## config.mk

```make
export PLATFORM = sky130hd
export DESIGN_NAME = thumb_controller
export DESIGN_NICKNAME = d
export VERILOG_FILES = /design/src/logic/thumb_ctrl_pkg.sv /design/src/logic/multi_reg_if.sv /design/src/logic/alu_op_decoder.sv /design/src/logic/mem_op_decoder.sv /design/src/logic/reg_list_sequencer.sv /design/src/logic/thumb_controller.sv
export VERILOG_INCLUDE_DIRS = /design/src /design/src/logic
export SDC_FILE = /design/constraint.sdc
export NUM_CORES = 1
export LEC_CHECK = 0
export ABC_AREA = 1
export BUFFER_PORTS_ARGS = -buffer_cell sky130_fd_sc_hd__clkbuf_2
export CAP_MARGIN = 20
export CORE_MARGIN = 1.5
export CORE_UTILIZATION = 46
export DETAILED_ROUTE_END_ITERATION = 12
export MAX_ROUTING_LAYER = met4
export PLACE_DENSITY_LB_ADDON = 0.15
export SLEW_MARGIN = 20
export SYNTH_ARGS = -nofsm -noshare
export SYNTH_HDL_FRONTEND = slang
export SYNTH_SLANG_ARGS = --single-unit
```

## constraint.sdc

```tcl
create_clock -name clk_i -period 4.1 [get_ports clk_i]
set_clock_uncertainty 0.15 [all_clocks]
set_input_delay 0.41 -clock clk_i [delete_from_list [all_inputs] [get_ports clk_i]]
set_output_delay 0.41 -clock clk_i [all_outputs]
set_load 0.005 [all_outputs]
```

## src/logic/thumb_ctrl_defs.svh

```systemverilog
`ifndef THUMB_CTRL_DEFS_SVH
`define THUMB_CTRL_DEFS_SVH

// width of one Thumb instruction word
`define INSTR_WIDTH     16

// width of a data word and of the offsets handed to the ALU
`define WORD_WIDTH      32

// register numbers cover r0 to r15
`define REG_ADDR_WIDTH  4

// multiple transfers only list the eight low registers
`define LIST_WIDTH      8

// each transferred register moves the address by one word
`define WORD_BYTES      4

// wide enough to count a full list of eight
`define COUNT_WIDTH     4

`endif

```

## src/logic/thumb_ctrl_pkg.sv

```systemverilog
`include "thumb_ctrl_defs.svh"

package thumb_ctrl_pkg;

    typedef logic [`INSTR_WIDTH-1:0]    instr_t;
    typedef logic [`WORD_WIDTH-1:0]     word_t;
    typedef logic [`REG_ADDR_WIDTH-1:0] reg_addr_t;
    typedef logic [`LIST_WIDTH-1:0]     reg_list_t;
    typedef logic [`COUNT_WIDTH-1:0]    count_t;

    // instruction groups that this unit decodes
    typedef enum logic [2:0] {
        GRP_SHIFT_IMM,
        GRP_DATA_PROC,
        GRP_LS_REG,
        GRP_LS_IMM,
        GRP_STM,
        GRP_LDM,
        GRP_INVALID
    } op_group_t;

    typedef enum logic [3:0] {
        ALU_ADD,
        ALU_SUB,
        ALU_AND,
        ALU_OR,
        ALU_XOR,
        ALU_NOT,
        ALU_BIC,
        ALU_MUL,
        ALU_LSL,
        ALU_LSR,
        ALU_ASR,
        ALU_ROR,
        ALU_ADC,
        ALU_SBC
    } alu_op_t;

    // offset means the value on offset_o from the multiple-transfer sequencer
    typedef enum logic [1:0] {
        SRC_REG,
        SRC_IMM,
        SRC_ZERO,
        SRC_OFFSET
    } alu_src_t;

    typedef enum logic {
        DATA_FROM_ALU,
        DATA_FROM_MEM
    } reg_data_src_t;

    typedef enum logic {
        ADDR_FROM_INSTR,
        ADDR_FROM_CTRL
    } addr_src_t;

    // store_sel high picks register 3 as the store data
    typedef struct packed {
        logic          update_flags;
        logic          reg_write;
        logic          mem_read;
        logic          mem_write;
        reg_data_src_t data_src;
        alu_src_t      alu_a_src;
        alu_src_t      alu_b_src;
        alu_op_t       alu_op;
        logic          store_sel;
    } ctrl_t;

    // all enables off, register operands, plain add
    localparam ctrl_t CTRL_NOP = '{
        update_flags: 1'b0,
        reg_write:    1'b0,
        mem_read:     1'b0,
        mem_write:    1'b0,
        data_src:     DATA_FROM_ALU,
        alu_a_src:    SRC_REG,
        alu_b_src:    SRC_REG,
        alu_op:       ALU_ADD,
        store_sel:    1'b0
    };

endpackage

```

## src/logic/multi_reg_if.sv

```systemverilog
`timescale 1ns/10ps
`include "thumb_ctrl_defs.svh"

interface multi_reg_if
    import thumb_ctrl_pkg::*;
();

    // request side, from the instruction currently held
    logic      start;
    logic      descending;
    reg_list_t reg_list;
    reg_addr_t base_reg;

    // sequencer answer for the current cycle
    logic      busy;
    reg_addr_t cur_reg;
    word_t     offset;
    logic      base_writeback;

    modport ctrl_side (
        output start, descending, reg_list, base_reg,
        input  busy, cur_reg, offset, base_writeback
    );

    modport seq_side (
        input  start, descending, reg_list, base_reg,
        output busy, cur_reg, offset, base_writeback
    );

endinterface

```

## src/logic/alu_op_decoder.sv

```systemverilog
`timescale 1ns/10ps

module alu_op_decoder
    import thumb_ctrl_pkg::*;
(
    input  instr_t instruction_i,
    output ctrl_t  shift_ctrl_o,
    output ctrl_t  dp_ctrl_o
);

    // shift, add, subtract, move and compare forms, keyed on bits 13 to 9
    always_comb begin
        shift_ctrl_o = CTRL_NOP;
        shift_ctrl_o.update_flags = 1'b1;
        shift_ctrl_o.reg_write = 1'b1;

        casez (instruction_i[13:9])
            5'b000??: begin
                shift_ctrl_o.alu_op = ALU_LSL;
                shift_ctrl_o.alu_b_src = SRC_IMM;
            end
            5'b001??: begin
                shift_ctrl_o.alu_op = ALU_LSR;
                shift_ctrl_o.alu_b_src = SRC_IMM;
            end
            5'b010??: begin
                shift_ctrl_o.alu_op = ALU_ASR;
                shift_ctrl_o.alu_b_src = SRC_IMM;
            end
            5'b01100: shift_ctrl_o.alu_op = ALU_ADD;
            5'b01101: shift_ctrl_o.alu_op = ALU_SUB;
            5'b01110, 5'b110??: begin
                shift_ctrl_o.alu_op = ALU_ADD;
                shift_ctrl_o.alu_b_src = SRC_IMM;
            end
            5'b01111, 5'b111??: begin
                shift_ctrl_o.alu_op = ALU_SUB;
                shift_ctrl_o.alu_b_src = SRC_IMM;
            end
            5'b100??: begin
                // move is computed as 0 + imm8
                shift_ctrl_o.alu_a_src = SRC_ZERO;
                shift_ctrl_o.alu_b_src = SRC_IMM;
            end
            5'b101??: begin
                shift_ctrl_o.alu_op = ALU_SUB;
                shift_ctrl_o.alu_b_src = SRC_IMM;
                shift_ctrl_o.reg_write = 1'b0;
            end
            default: ;
        endcase
    end

    // register data-processing, keyed on bits 9 to 6
    always_comb begin
        dp_ctrl_o = CTRL_NOP;
        dp_ctrl_o.update_flags = 1'b1;
        dp_ctrl_o.reg_write = 1'b1;

        case (instruction_i[9:6])
            4'b0000: dp_ctrl_o.alu_op = ALU_AND;
            4'b0001: dp_ctrl_o.alu_op = ALU_XOR;
            4'b0010: dp_ctrl_o.alu_op = ALU_LSL;
            4'b0011: dp_ctrl_o.alu_op = ALU_LSR;
            4'b0100: dp_ctrl_o.alu_op = ALU_ASR;
            4'b0101: dp_ctrl_o.alu_op = ALU_ADC;
            4'b0110: dp_ctrl_o.alu_op = ALU_SBC;
            4'b0111: dp_ctrl_o.alu_op = ALU_ROR;
            4'b1000: begin
                // test only sets flags from the and
                dp_ctrl_o.alu_op = ALU_AND;
                dp_ctrl_o.reg_write = 1'b0;
            end
            4'b1001: begin
                // reverse subtract is 0 - rm
                dp_ctrl_o.alu_op = ALU_SUB;
                dp_ctrl_o.alu_a_src = SRC_ZERO;
            end
            4'b1010: begin
                dp_ctrl_o.alu_op = ALU_SUB;
                dp_ctrl_o.reg_write = 1'b0;
            end
            4'b1011: begin
                dp_ctrl_o.alu_op = ALU_ADD;
                dp_ctrl_o.reg_write = 1'b0;
            end
            4'b1100: dp_ctrl_o.alu_op = ALU_OR;
            4'b1101: dp_ctrl_o.alu_op = ALU_MUL;
            4'b1110: dp_ctrl_o.alu_op = ALU_BIC;
            4'b1111: dp_ctrl_o.alu_op = ALU_NOT;
        endcase
    end

endmodule

```

## src/logic/mem_op_decoder.sv

```systemverilog
`timescale 1ns/10ps

module mem_op_decoder
    import thumb_ctrl_pkg::*;
(
    input  instr_t instruction_i,
    output ctrl_t  mem_ctrl_o
);

    logic reg_form;
    logic is_load;

    // the register-offset group sits at 0101, every other form carries an immediate
    assign reg_form = (instruction_i[15:12] == 4'b0101);

    // in the register-offset group the sign-extending loads have bit 11 low
    // and bits 10 to 9 both set
    always_comb begin
        if (reg_form) begin
            is_load = instruction_i[11] || (instruction_i[10:9] == 2'b11);
        end else begin
            is_load = instruction_i[11];
        end
    end

    always_comb begin
        mem_ctrl_o = CTRL_NOP;

        if (!reg_form) begin
            mem_ctrl_o.alu_b_src = SRC_IMM;
        end

        if (is_load) begin
            mem_ctrl_o.mem_read = 1'b1;
            mem_ctrl_o.reg_write = 1'b1;
            mem_ctrl_o.data_src = DATA_FROM_MEM;
        end else begin
            mem_ctrl_o.mem_write = 1'b1;
            // both register ports hold the address operands here,
            // so the store data comes from the third read port
            mem_ctrl_o.store_sel = reg_form;
        end
    end

endmodule

```

## src/logic/reg_list_sequencer.sv

```systemverilog
`timescale 1ns/10ps
`include "thumb_ctrl_defs.svh"

module reg_list_sequencer
    import thumb_ctrl_pkg::*;
(
    input logic           clk_i,
    input logic           reset_i,
    multi_reg_if.seq_side seq_side
);

    // registers of the list that have not been transferred yet
    reg_list_t remaining_q;
    count_t    count_q;

    reg_list_t pending;
    reg_list_t pick_mask;
    reg_addr_t pick_reg;
    count_t    list_count;
    count_t    step;
    logic      base_in_list;

    assign pending = seq_side.start ? (seq_side.reg_list & remaining_q) : '0;
    assign seq_side.busy = |pending;

    // lowest pending register for stores, highest for loads
    always_comb begin
        pick_reg = '0;
        if (seq_side.descending) begin
            for (int i = 0; i < `LIST_WIDTH; i++) begin
                if (pending[i]) begin
                    pick_reg = reg_addr_t'(i);
                end
            end
        end else begin
            for (int i = `LIST_WIDTH - 1; i >= 0; i--) begin
                if (pending[i]) begin
                    pick_reg = reg_addr_t'(i);
                end
            end
        end
    end

    assign pick_mask = reg_list_t'(1) << pick_reg;
    assign seq_side.cur_reg = pick_reg;

    always_comb begin
        list_count = '0;
        for (int i = 0; i < `LIST_WIDTH; i++) begin
            list_count = list_count + count_t'(seq_side.reg_list[i]);
        end
    end

    // loads fill from the top of the block down, the final cycle moves the base past it
    always_comb begin
        if (!seq_side.busy) begin
            step = list_count;
        end else if (seq_side.descending) begin
            step = list_count - count_q - 1'b1;
        end else begin
            step = count_q;
        end
    end

    assign seq_side.offset = word_t'(`WORD_BYTES) * word_t'(step);

    // a loaded base register keeps the loaded value instead of the written-back address
    assign base_in_list = seq_side.reg_list[seq_side.base_reg[2:0]];
    assign seq_side.base_writeback = !seq_side.descending || !base_in_list;

    // clearing whenever busy drops lets the next transfer start from a fresh mask
    always_ff @(posedge clk_i) begin
        if (reset_i || !seq_side.busy) begin
            remaining_q <= '1;
            count_q <= '0;
        end else begin
            remaining_q <= remaining_q & ~pick_mask;
            count_q <= count_q + 1'b1;
        end
    end

endmodule

```

## src/logic/thumb_controller.sv

```systemverilog
`timescale 1ns/10ps

module thumb_controller
    import thumb_ctrl_pkg::*;
(
    input  logic          clk_i,
    input  logic          reset_i,
    input  instr_t        instruction_i,
    output logic          valid_o,
    output logic          update_flags_o,
    output logic          reg_write_o,
    output logic          mem_read_o,
    output logic          mem_write_o,
    output reg_data_src_t reg_data_src_o,
    output alu_src_t      alu_a_sel_o,
    output alu_src_t      alu_b_sel_o,
    output alu_op_t       alu_op_o,
    output logic          store_sel_o,
    output logic          stall_o,
    output addr_src_t     src_addr_src_o,
    output addr_src_t     dest_addr_src_o,
    output reg_addr_t     reg_addr_o,
    output word_t         offset_o
);

    op_group_t group;
    ctrl_t     shift_ctrl;
    ctrl_t     dp_ctrl;
    ctrl_t     mem_ctrl;
    ctrl_t     sel_ctrl;

    multi_reg_if mr_if ();

    // opcode group from the top six bits
    always_comb begin
        casez (instruction_i[15:10])
            6'b00????: group = GRP_SHIFT_IMM;
            6'b010000: group = GRP_DATA_PROC;
            6'b0101??: group = GRP_LS_REG;
            6'b011???, 6'b1000??, 6'b1001??: group = GRP_LS_IMM;
            6'b11000?: group = GRP_STM;
            6'b11001?: group = GRP_LDM;
            default: group = GRP_INVALID;
        endcase
    end

    assign mr_if.start = (group == GRP_STM) || (group == GRP_LDM);
    assign mr_if.descending = (group == GRP_LDM);
    assign mr_if.reg_list = instruction_i[7:0];
    assign mr_if.base_reg = reg_addr_t'(instruction_i[10:8]);

    alu_op_decoder i_alu_op_decoder (
        .instruction_i (instruction_i),
        .shift_ctrl_o  (shift_ctrl),
        .dp_ctrl_o     (dp_ctrl)
    );

    mem_op_decoder i_mem_op_decoder (
        .instruction_i (instruction_i),
        .mem_ctrl_o    (mem_ctrl)
    );

    reg_list_sequencer i_reg_list_sequencer (
        .clk_i    (clk_i),
        .reset_i  (reset_i),
        .seq_side (mr_if.seq_side)
    );

    always_comb begin
        sel_ctrl = CTRL_NOP;
        src_addr_src_o = ADDR_FROM_INSTR;
        dest_addr_src_o = ADDR_FROM_INSTR;
        reg_addr_o = '0;
        offset_o = '0;

        case (group)
            GRP_SHIFT_IMM: sel_ctrl = shift_ctrl;
            GRP_DATA_PROC: sel_ctrl = dp_ctrl;
            GRP_LS_REG, GRP_LS_IMM: sel_ctrl = mem_ctrl;
            GRP_STM, GRP_LDM: begin
                // address is base + offset for every step of the transfer
                sel_ctrl.alu_b_src = SRC_OFFSET;
                offset_o = mr_if.offset;
                if (mr_if.busy) begin
                    reg_addr_o = mr_if.cur_reg;
                    if (mr_if.descending) begin
                        sel_ctrl.mem_read = 1'b1;
                        sel_ctrl.reg_write = 1'b1;
                        sel_ctrl.data_src = DATA_FROM_MEM;
                        dest_addr_src_o = ADDR_FROM_CTRL;
                    end else begin
                        sel_ctrl.mem_write = 1'b1;
                        src_addr_src_o = ADDR_FROM_CTRL;
                    end
                end else begin
                    // final cycle updates the base with the total block size
                    reg_addr_o = mr_if.base_reg;
                    sel_ctrl.reg_write = mr_if.base_writeback;
                    dest_addr_src_o = ADDR_FROM_CTRL;
                end
            end
            default: ;
        endcase
    end

    assign valid_o = (group != GRP_INVALID);
    assign stall_o = mr_if.busy;
    assign update_flags_o = sel_ctrl.update_flags;
    assign reg_write_o = sel_ctrl.reg_write;
    assign mem_read_o = sel_ctrl.mem_read;
    assign mem_write_o = sel_ctrl.mem_write;
    assign reg_data_src_o = sel_ctrl.data_src;
    assign alu_a_sel_o = sel_ctrl.alu_a_src;
    assign alu_b_sel_o = sel_ctrl.alu_b_src;
    assign alu_op_o = sel_ctrl.alu_op;
    assign store_sel_o = sel_ctrl.store_sel;

endmodule

```

[Word level (Yosys, flattened, before mapping)]
Index checks and enable logic that the tools add are counted.
Operators by class
  add/subtract/negate cells: 10
  magnitude comparators: 1
  equality and inequality tests: 38
  shift-type cells: 1
  muxes and demuxes: 52
  bitwise logic cells: 3
  reduce and logical (&&, ||, !) cells: 21
Operators with widths (number)
  4-bit case mux with 14 select lines: 1
  4-bit equality test, second input constant: 10
  3-bit two-way mux: 13
  4-bit case mux with 4 select lines: 2
  4-bit by 1-bit adder with 4-bit output: 6
  4-bit by 3-bit equality test with 1-bit output, second input constant: 5
  4-bit two-way mux: 5
  3-bit equality test, second input constant: 6
  1-bit two-way mux: 18
  3-bit case mux with 6 select lines: 1
  8-bit bitwise AND: 2
  5-bit by 4-bit equality test with 1-bit output, second input constant: 3
  5-bit case mux with 3 select lines: 1
  3-bit by 2-bit equality test with 1-bit output, second input constant: 4
  2-bit two-way mux: 6
  5-bit equality test, second input constant: 2
  2-bit OR reduction: 5
  9-bit OR reduction: 1
  4-bit by 2-bit equality test with 1-bit output, second input constant: 2
  8-bit two-way mux: 1
  8-bit inverter: 1
  8-bit OR reduction: 1
  1-bit by 4-bit << shifter with 8-bit output, first input constant: 1
  3-bit by 1-bit equality test with 1-bit output, second input constant: 2
  20 further kinds: 27
Word-level totals
  bits in registers: 12
  bits of input ports: 18
  output and inout bits: 54

[Longest topological paths before layout]
  word-level depth: 18
  depth in mapped cells: 22

[Cells and area by module]
A second synthesis with hierarchy kept.
Unflattened totals
  cells, all modules: 479
  area, all modules: 2780.2 um2
Modules (own cells, without submodules)
  reg_list_sequencer: times used 1, cells an instance 188, area each 1413.9 um2, seq. area each 240.2 um2
  thumb_controller: times used 1, cells an instance 201, area each 913.4 um2, seq. area each 0.0 um2
  alu_op_decoder: times used 1, cells an instance 59, area each 290.3 um2, seq. area each 0.0 um2
  mem_op_decoder: times used 1, cells an instance 31, area each 162.7 um2, seq. area each 0.0 um2

[Worst setup path before layout]
No wires, ideal clock.
  kind: input to output
  start: input instruction_i[0]
  end: output offset_o[5]
  data arrival time: 3.414 ns
  data required time: 3.540 ns
  path slack: 0.126 ns
  stages on the path: 14
  path buffers: 0
  cell sequence: ha_1 -> inv_1 -> fa_1 -> fa_1 -> fa_1 -> fa_1 -> inv_1 -> ha_1 -> a21o_1 -> a21oi_1 -> xor2_1 -> nand2_1 -> nand2_1 -> a21oi_1
On the way
  cells in the longest elaborated chain, start to end: 12
  elaborated cells between the ends (all ways): 15
  those cells by class: add/sub: 9; mux: 4; bitwise: 1; reduce/logical: 1
RTL lines
  from (decl): line thumb_controller.sv:8  | input instr_t instruction_i,
  1-bit by 1-bit adder with 2-bit output: line reg_list_sequencer.sv:50  | list_count = list_count + count_t'(seq_side.reg_list[i]);
  4-bit by 1-bit adder with 4-bit output (6 in a row): line reg_list_sequencer.sv:50
  4-bit subtractor: line reg_list_sequencer.sv:59  | step = list_count - count_q - 1'b1;
  4-bit by 1-bit subtractor with 4-bit output: line reg_list_sequencer.sv:59
  4-bit two-way mux: line reg_list_sequencer.sv:58  | end else if (seq_side.descending) begin
  4-bit two-way mux (*): line reg_list_sequencer.sv:56  | if (!seq_side.busy) begin
  6-bit two-way mux (*): line thumb_controller.sv:76  | case (group)
  to (decl): line thumb_controller.sv:23  | output word_t offset_o
Mark *: on every way between the ends. The rest lies on a longest branch, timed or not.

[Worst setup path in the final report]
  start: input instruction_i[1]
  end: output offset_o[5]
The elaborated chain is that of the path after synthesis.

==> impl_metrics.json <==
{
  "p_per_area_mw_per_mm2": 223,
  "place_area_mm2": 0.00209,
  "initialDrtViolationCount": 80,
  "crit_chain": "buf_8, ha_4, inv_2, fa_1, fa_1, fa_2, fa_1, inv_2, ha_1, a21o_1, a21oi_2, xor2_1, nand2_1, nand2_1, a21oi_1, clkbuf_2",
  "grt_pass1_wl_um": 7110,
  "min_path_type": "in2reg",
  "worstPathRequired_ps": 3540,
  "area_growth_pct": 14.3,
  "synth_edf_count": 0,
  "place.gp.congestion": 0.824,
  "synth_top_area_share_pct": 12.4,
  "critPathBufInv": 4,
  "grt_usage_pct": 20.9,
  "synth_ff_type": "dfxtp_1",
  "design.core.area_mm2": 0.00403,
  "htreeDepth": 1,
  "cp_slowest_cell": "fa_1",
  "drtPass1Iterations": 4,
  "wl_um": 4460,
  "grt_pass1_vias": 1621,
  "insertion_delay_ps": 230,
  "setup_viol": 1,
  "numClockSinks": 12,
  "synth_cell_types": 37,
  "crit_path_start_kind": "primary input",
  "yosysTopAreaCell": "dfxtp_1",
  "placedCellCount": 384,
  "boundaryPins": 72,
  "p_total_uw": 492,
  "avgSynthCellArea_um2": 6.59,
  "finalWorstSetupSlack_ps": -118,
  "rsz0062_at_grt": "true",
  "slowest_delay_ps": 510,
  "cts_buffers": 3,
  "dp_hpwl_um": 3630,
  "diodes": 0,
  "synth_common_cells": "nand2_1 (59), inv_1 (39), buf_4 (31)",
  "arrival_ps": 3660,
  "port_buffers": 41,
  "viasPerCell": 4.75,
  "crit_family": "adder cells",
  "final-instance-count-excl-fill": 389,
  "violations": "setup timing",
  "slew_headroom_pct": 52.4,
  "synth_area_leaders": "dfxtp_1 (12%), buf_4 (12%), nand2_1 (11%)",
  "cts_tree": "built",
  "final_area_mm2": 0.00221,
  "clkSlewWorstSetupHoldPaths_ps": 50,
  "ant_nets": 0,
  "wl_per_cell_um": 11.5,
  "async_reset_ff_share_pct": 0,
  "cp_max_fo": 2,
  "die_h_um": 67.8,
  "status": "finished, violations left",
  "max-vdd-ir-drop_mv": 0.222,
  "cts.path.max_buffers": 2,
  "drive_gt1_share_pct": 27.4,
  "critPathKind": "in2out",
  "die_area_mm2": 0.00459,
  "synth.most_common_cell": "nand2_1",
  "vias": 1848,
  "max_freq_ghz": 0.237,
  "cap_violations": 0,
  "cp_common_cell": "fa_1",
  "fin_crit_sh_pct": 103,
  "nNetsFinal": 374,
  "period_needed_ps": 4220,
  "p_leak_nw": 1.21,
  "die_x_um": 67.8,
  "row_count": 23,
  "hold_viol": 0,
  "slew_viol_final": 0,
  "initial_utilization_pct": 47.9,
  "yosys_warnings": 0,
  "yosys_register_bits": 12,
  "antenna_found_initial": 0,
  "drc_errors": 0,
  "yosysSeqAreaShare_pct": 12.4,
  "tightest_slew_ps": 714,
  "gr-total-overflow": 0,
  "cts-root-buf": "clkbuf_8",
  "postSynthCellCount": 293,
  "grt_max_degree": 19,
  "cp-end-kind": "output port",
  "syn_area_mm2": 0.00193,
  "whs_ps": 271
}
## state kept, by name, indices dropped and copies added (netlist names)
register,flops
i_reg_list_sequencer.count_q,4
i_reg_list_sequencer.remaining_q,8
## layout by cell type (no fill, tap or decap), types with 9 or more instances in the layout
| cell type | Yosys | routed |
|---|---|---|
| inv_1 | 39 | 37 |
| ha_1 | 10 | 9 |
| a21oi_1 | 14 | 13 |
| nand3_1 | 18 | 18 |
| nor2_1 | 21 | 21 |
| clkbuf_2 | 0 | 38 |
| dfxtp_1 | 12 | 12 |
| conb_1 | 1 | 30 |
| nand2_1 | 59 | 59 |
| o21ai_0 | 21 | 21 |
## area by class of cell
type                       instances  area (µm²)
clock buffer                       3        41.3
fill                             430        1820
inverter                          44         165
multi-input combinational        230        1400
sequential                        12         240
tap                               50        62.6
timing repair buffer              50         297
## metal layers
metal  global-route usage (%)  routed length (µm)
met3                     1.33                 208
met5                        -                   0
met1                     26.9                2120
met4                     5.75                  48
met2                     35.3                2090
## path summary, 6_finish.rpt
path | startpoint | to | slack, ps | cells after the start
worst max register to register | i_reg_list_sequencer.remaining_q[2]$_SDFF_PP1_ | i_reg_list_sequencer.count_q[0]$_SDFF_PP0_ | 2340 | 8
worst min register to register | i_reg_list_sequencer.remaining_q[5]$_SDFF_PP1_ | i_reg_list_sequencer.remaining_q[5]$_SDFF_PP1_ | 300 | 2
worst min-delay path | reset_i | i_reg_list_sequencer.remaining_q[1]$_SDFF_PP1_ | 270 | 3
worst max-delay path | instruction_i[1] | offset_o[5] | -120 | 16
## through the flow
stage               util [%]  TNS [ps]  setup WS (ps)
global placement        51.9      -292           -143
global route            54.8      -454           -251
floorplan                  -         0            126
detailed placement      51.9      -383           -171
CTS                     54.1      -100          -72.6
finish                  54.8      -118           -118
## report_power, final
part / internal (mW) / switching, mW
logic: 0.121 / 0.151
registers: 0.118 / 0.00141
clock network: 0.0641 / 0.0359
total: 0.304 / 0.188
## cell families after synthesis
| group | count (synthesis) | share of synthesized area [%] |
|---|---|---|
| and+or+nand+nor | 130 | 35.6 |
| buffers and inverters | 80 | 22.4 |
| AOI/OAI and AO/OA | 49 | 15.0 |
| adders and majority gates | 15 | 11.7 |
| DFF | 12 | 12.4 |
| xor gates and xnor gates | 6 | 2.72 |
| other | 1 | 0.194 |
## what timing repair did
action                     in CTS  in global routing
setup buffers                   1                  1
hold buffers                    0                  0
gates resized for setup         7                  7
pin swaps                       3                  2
setup endpoints to repair       3                  3
## tightest hold or removal path: cells and delay by family
family / cells / cell delay, ps
buf+inv: 1 / 100
simple gates: 2 / 120
No activity file was read; power rests on OpenSTA's default activity.
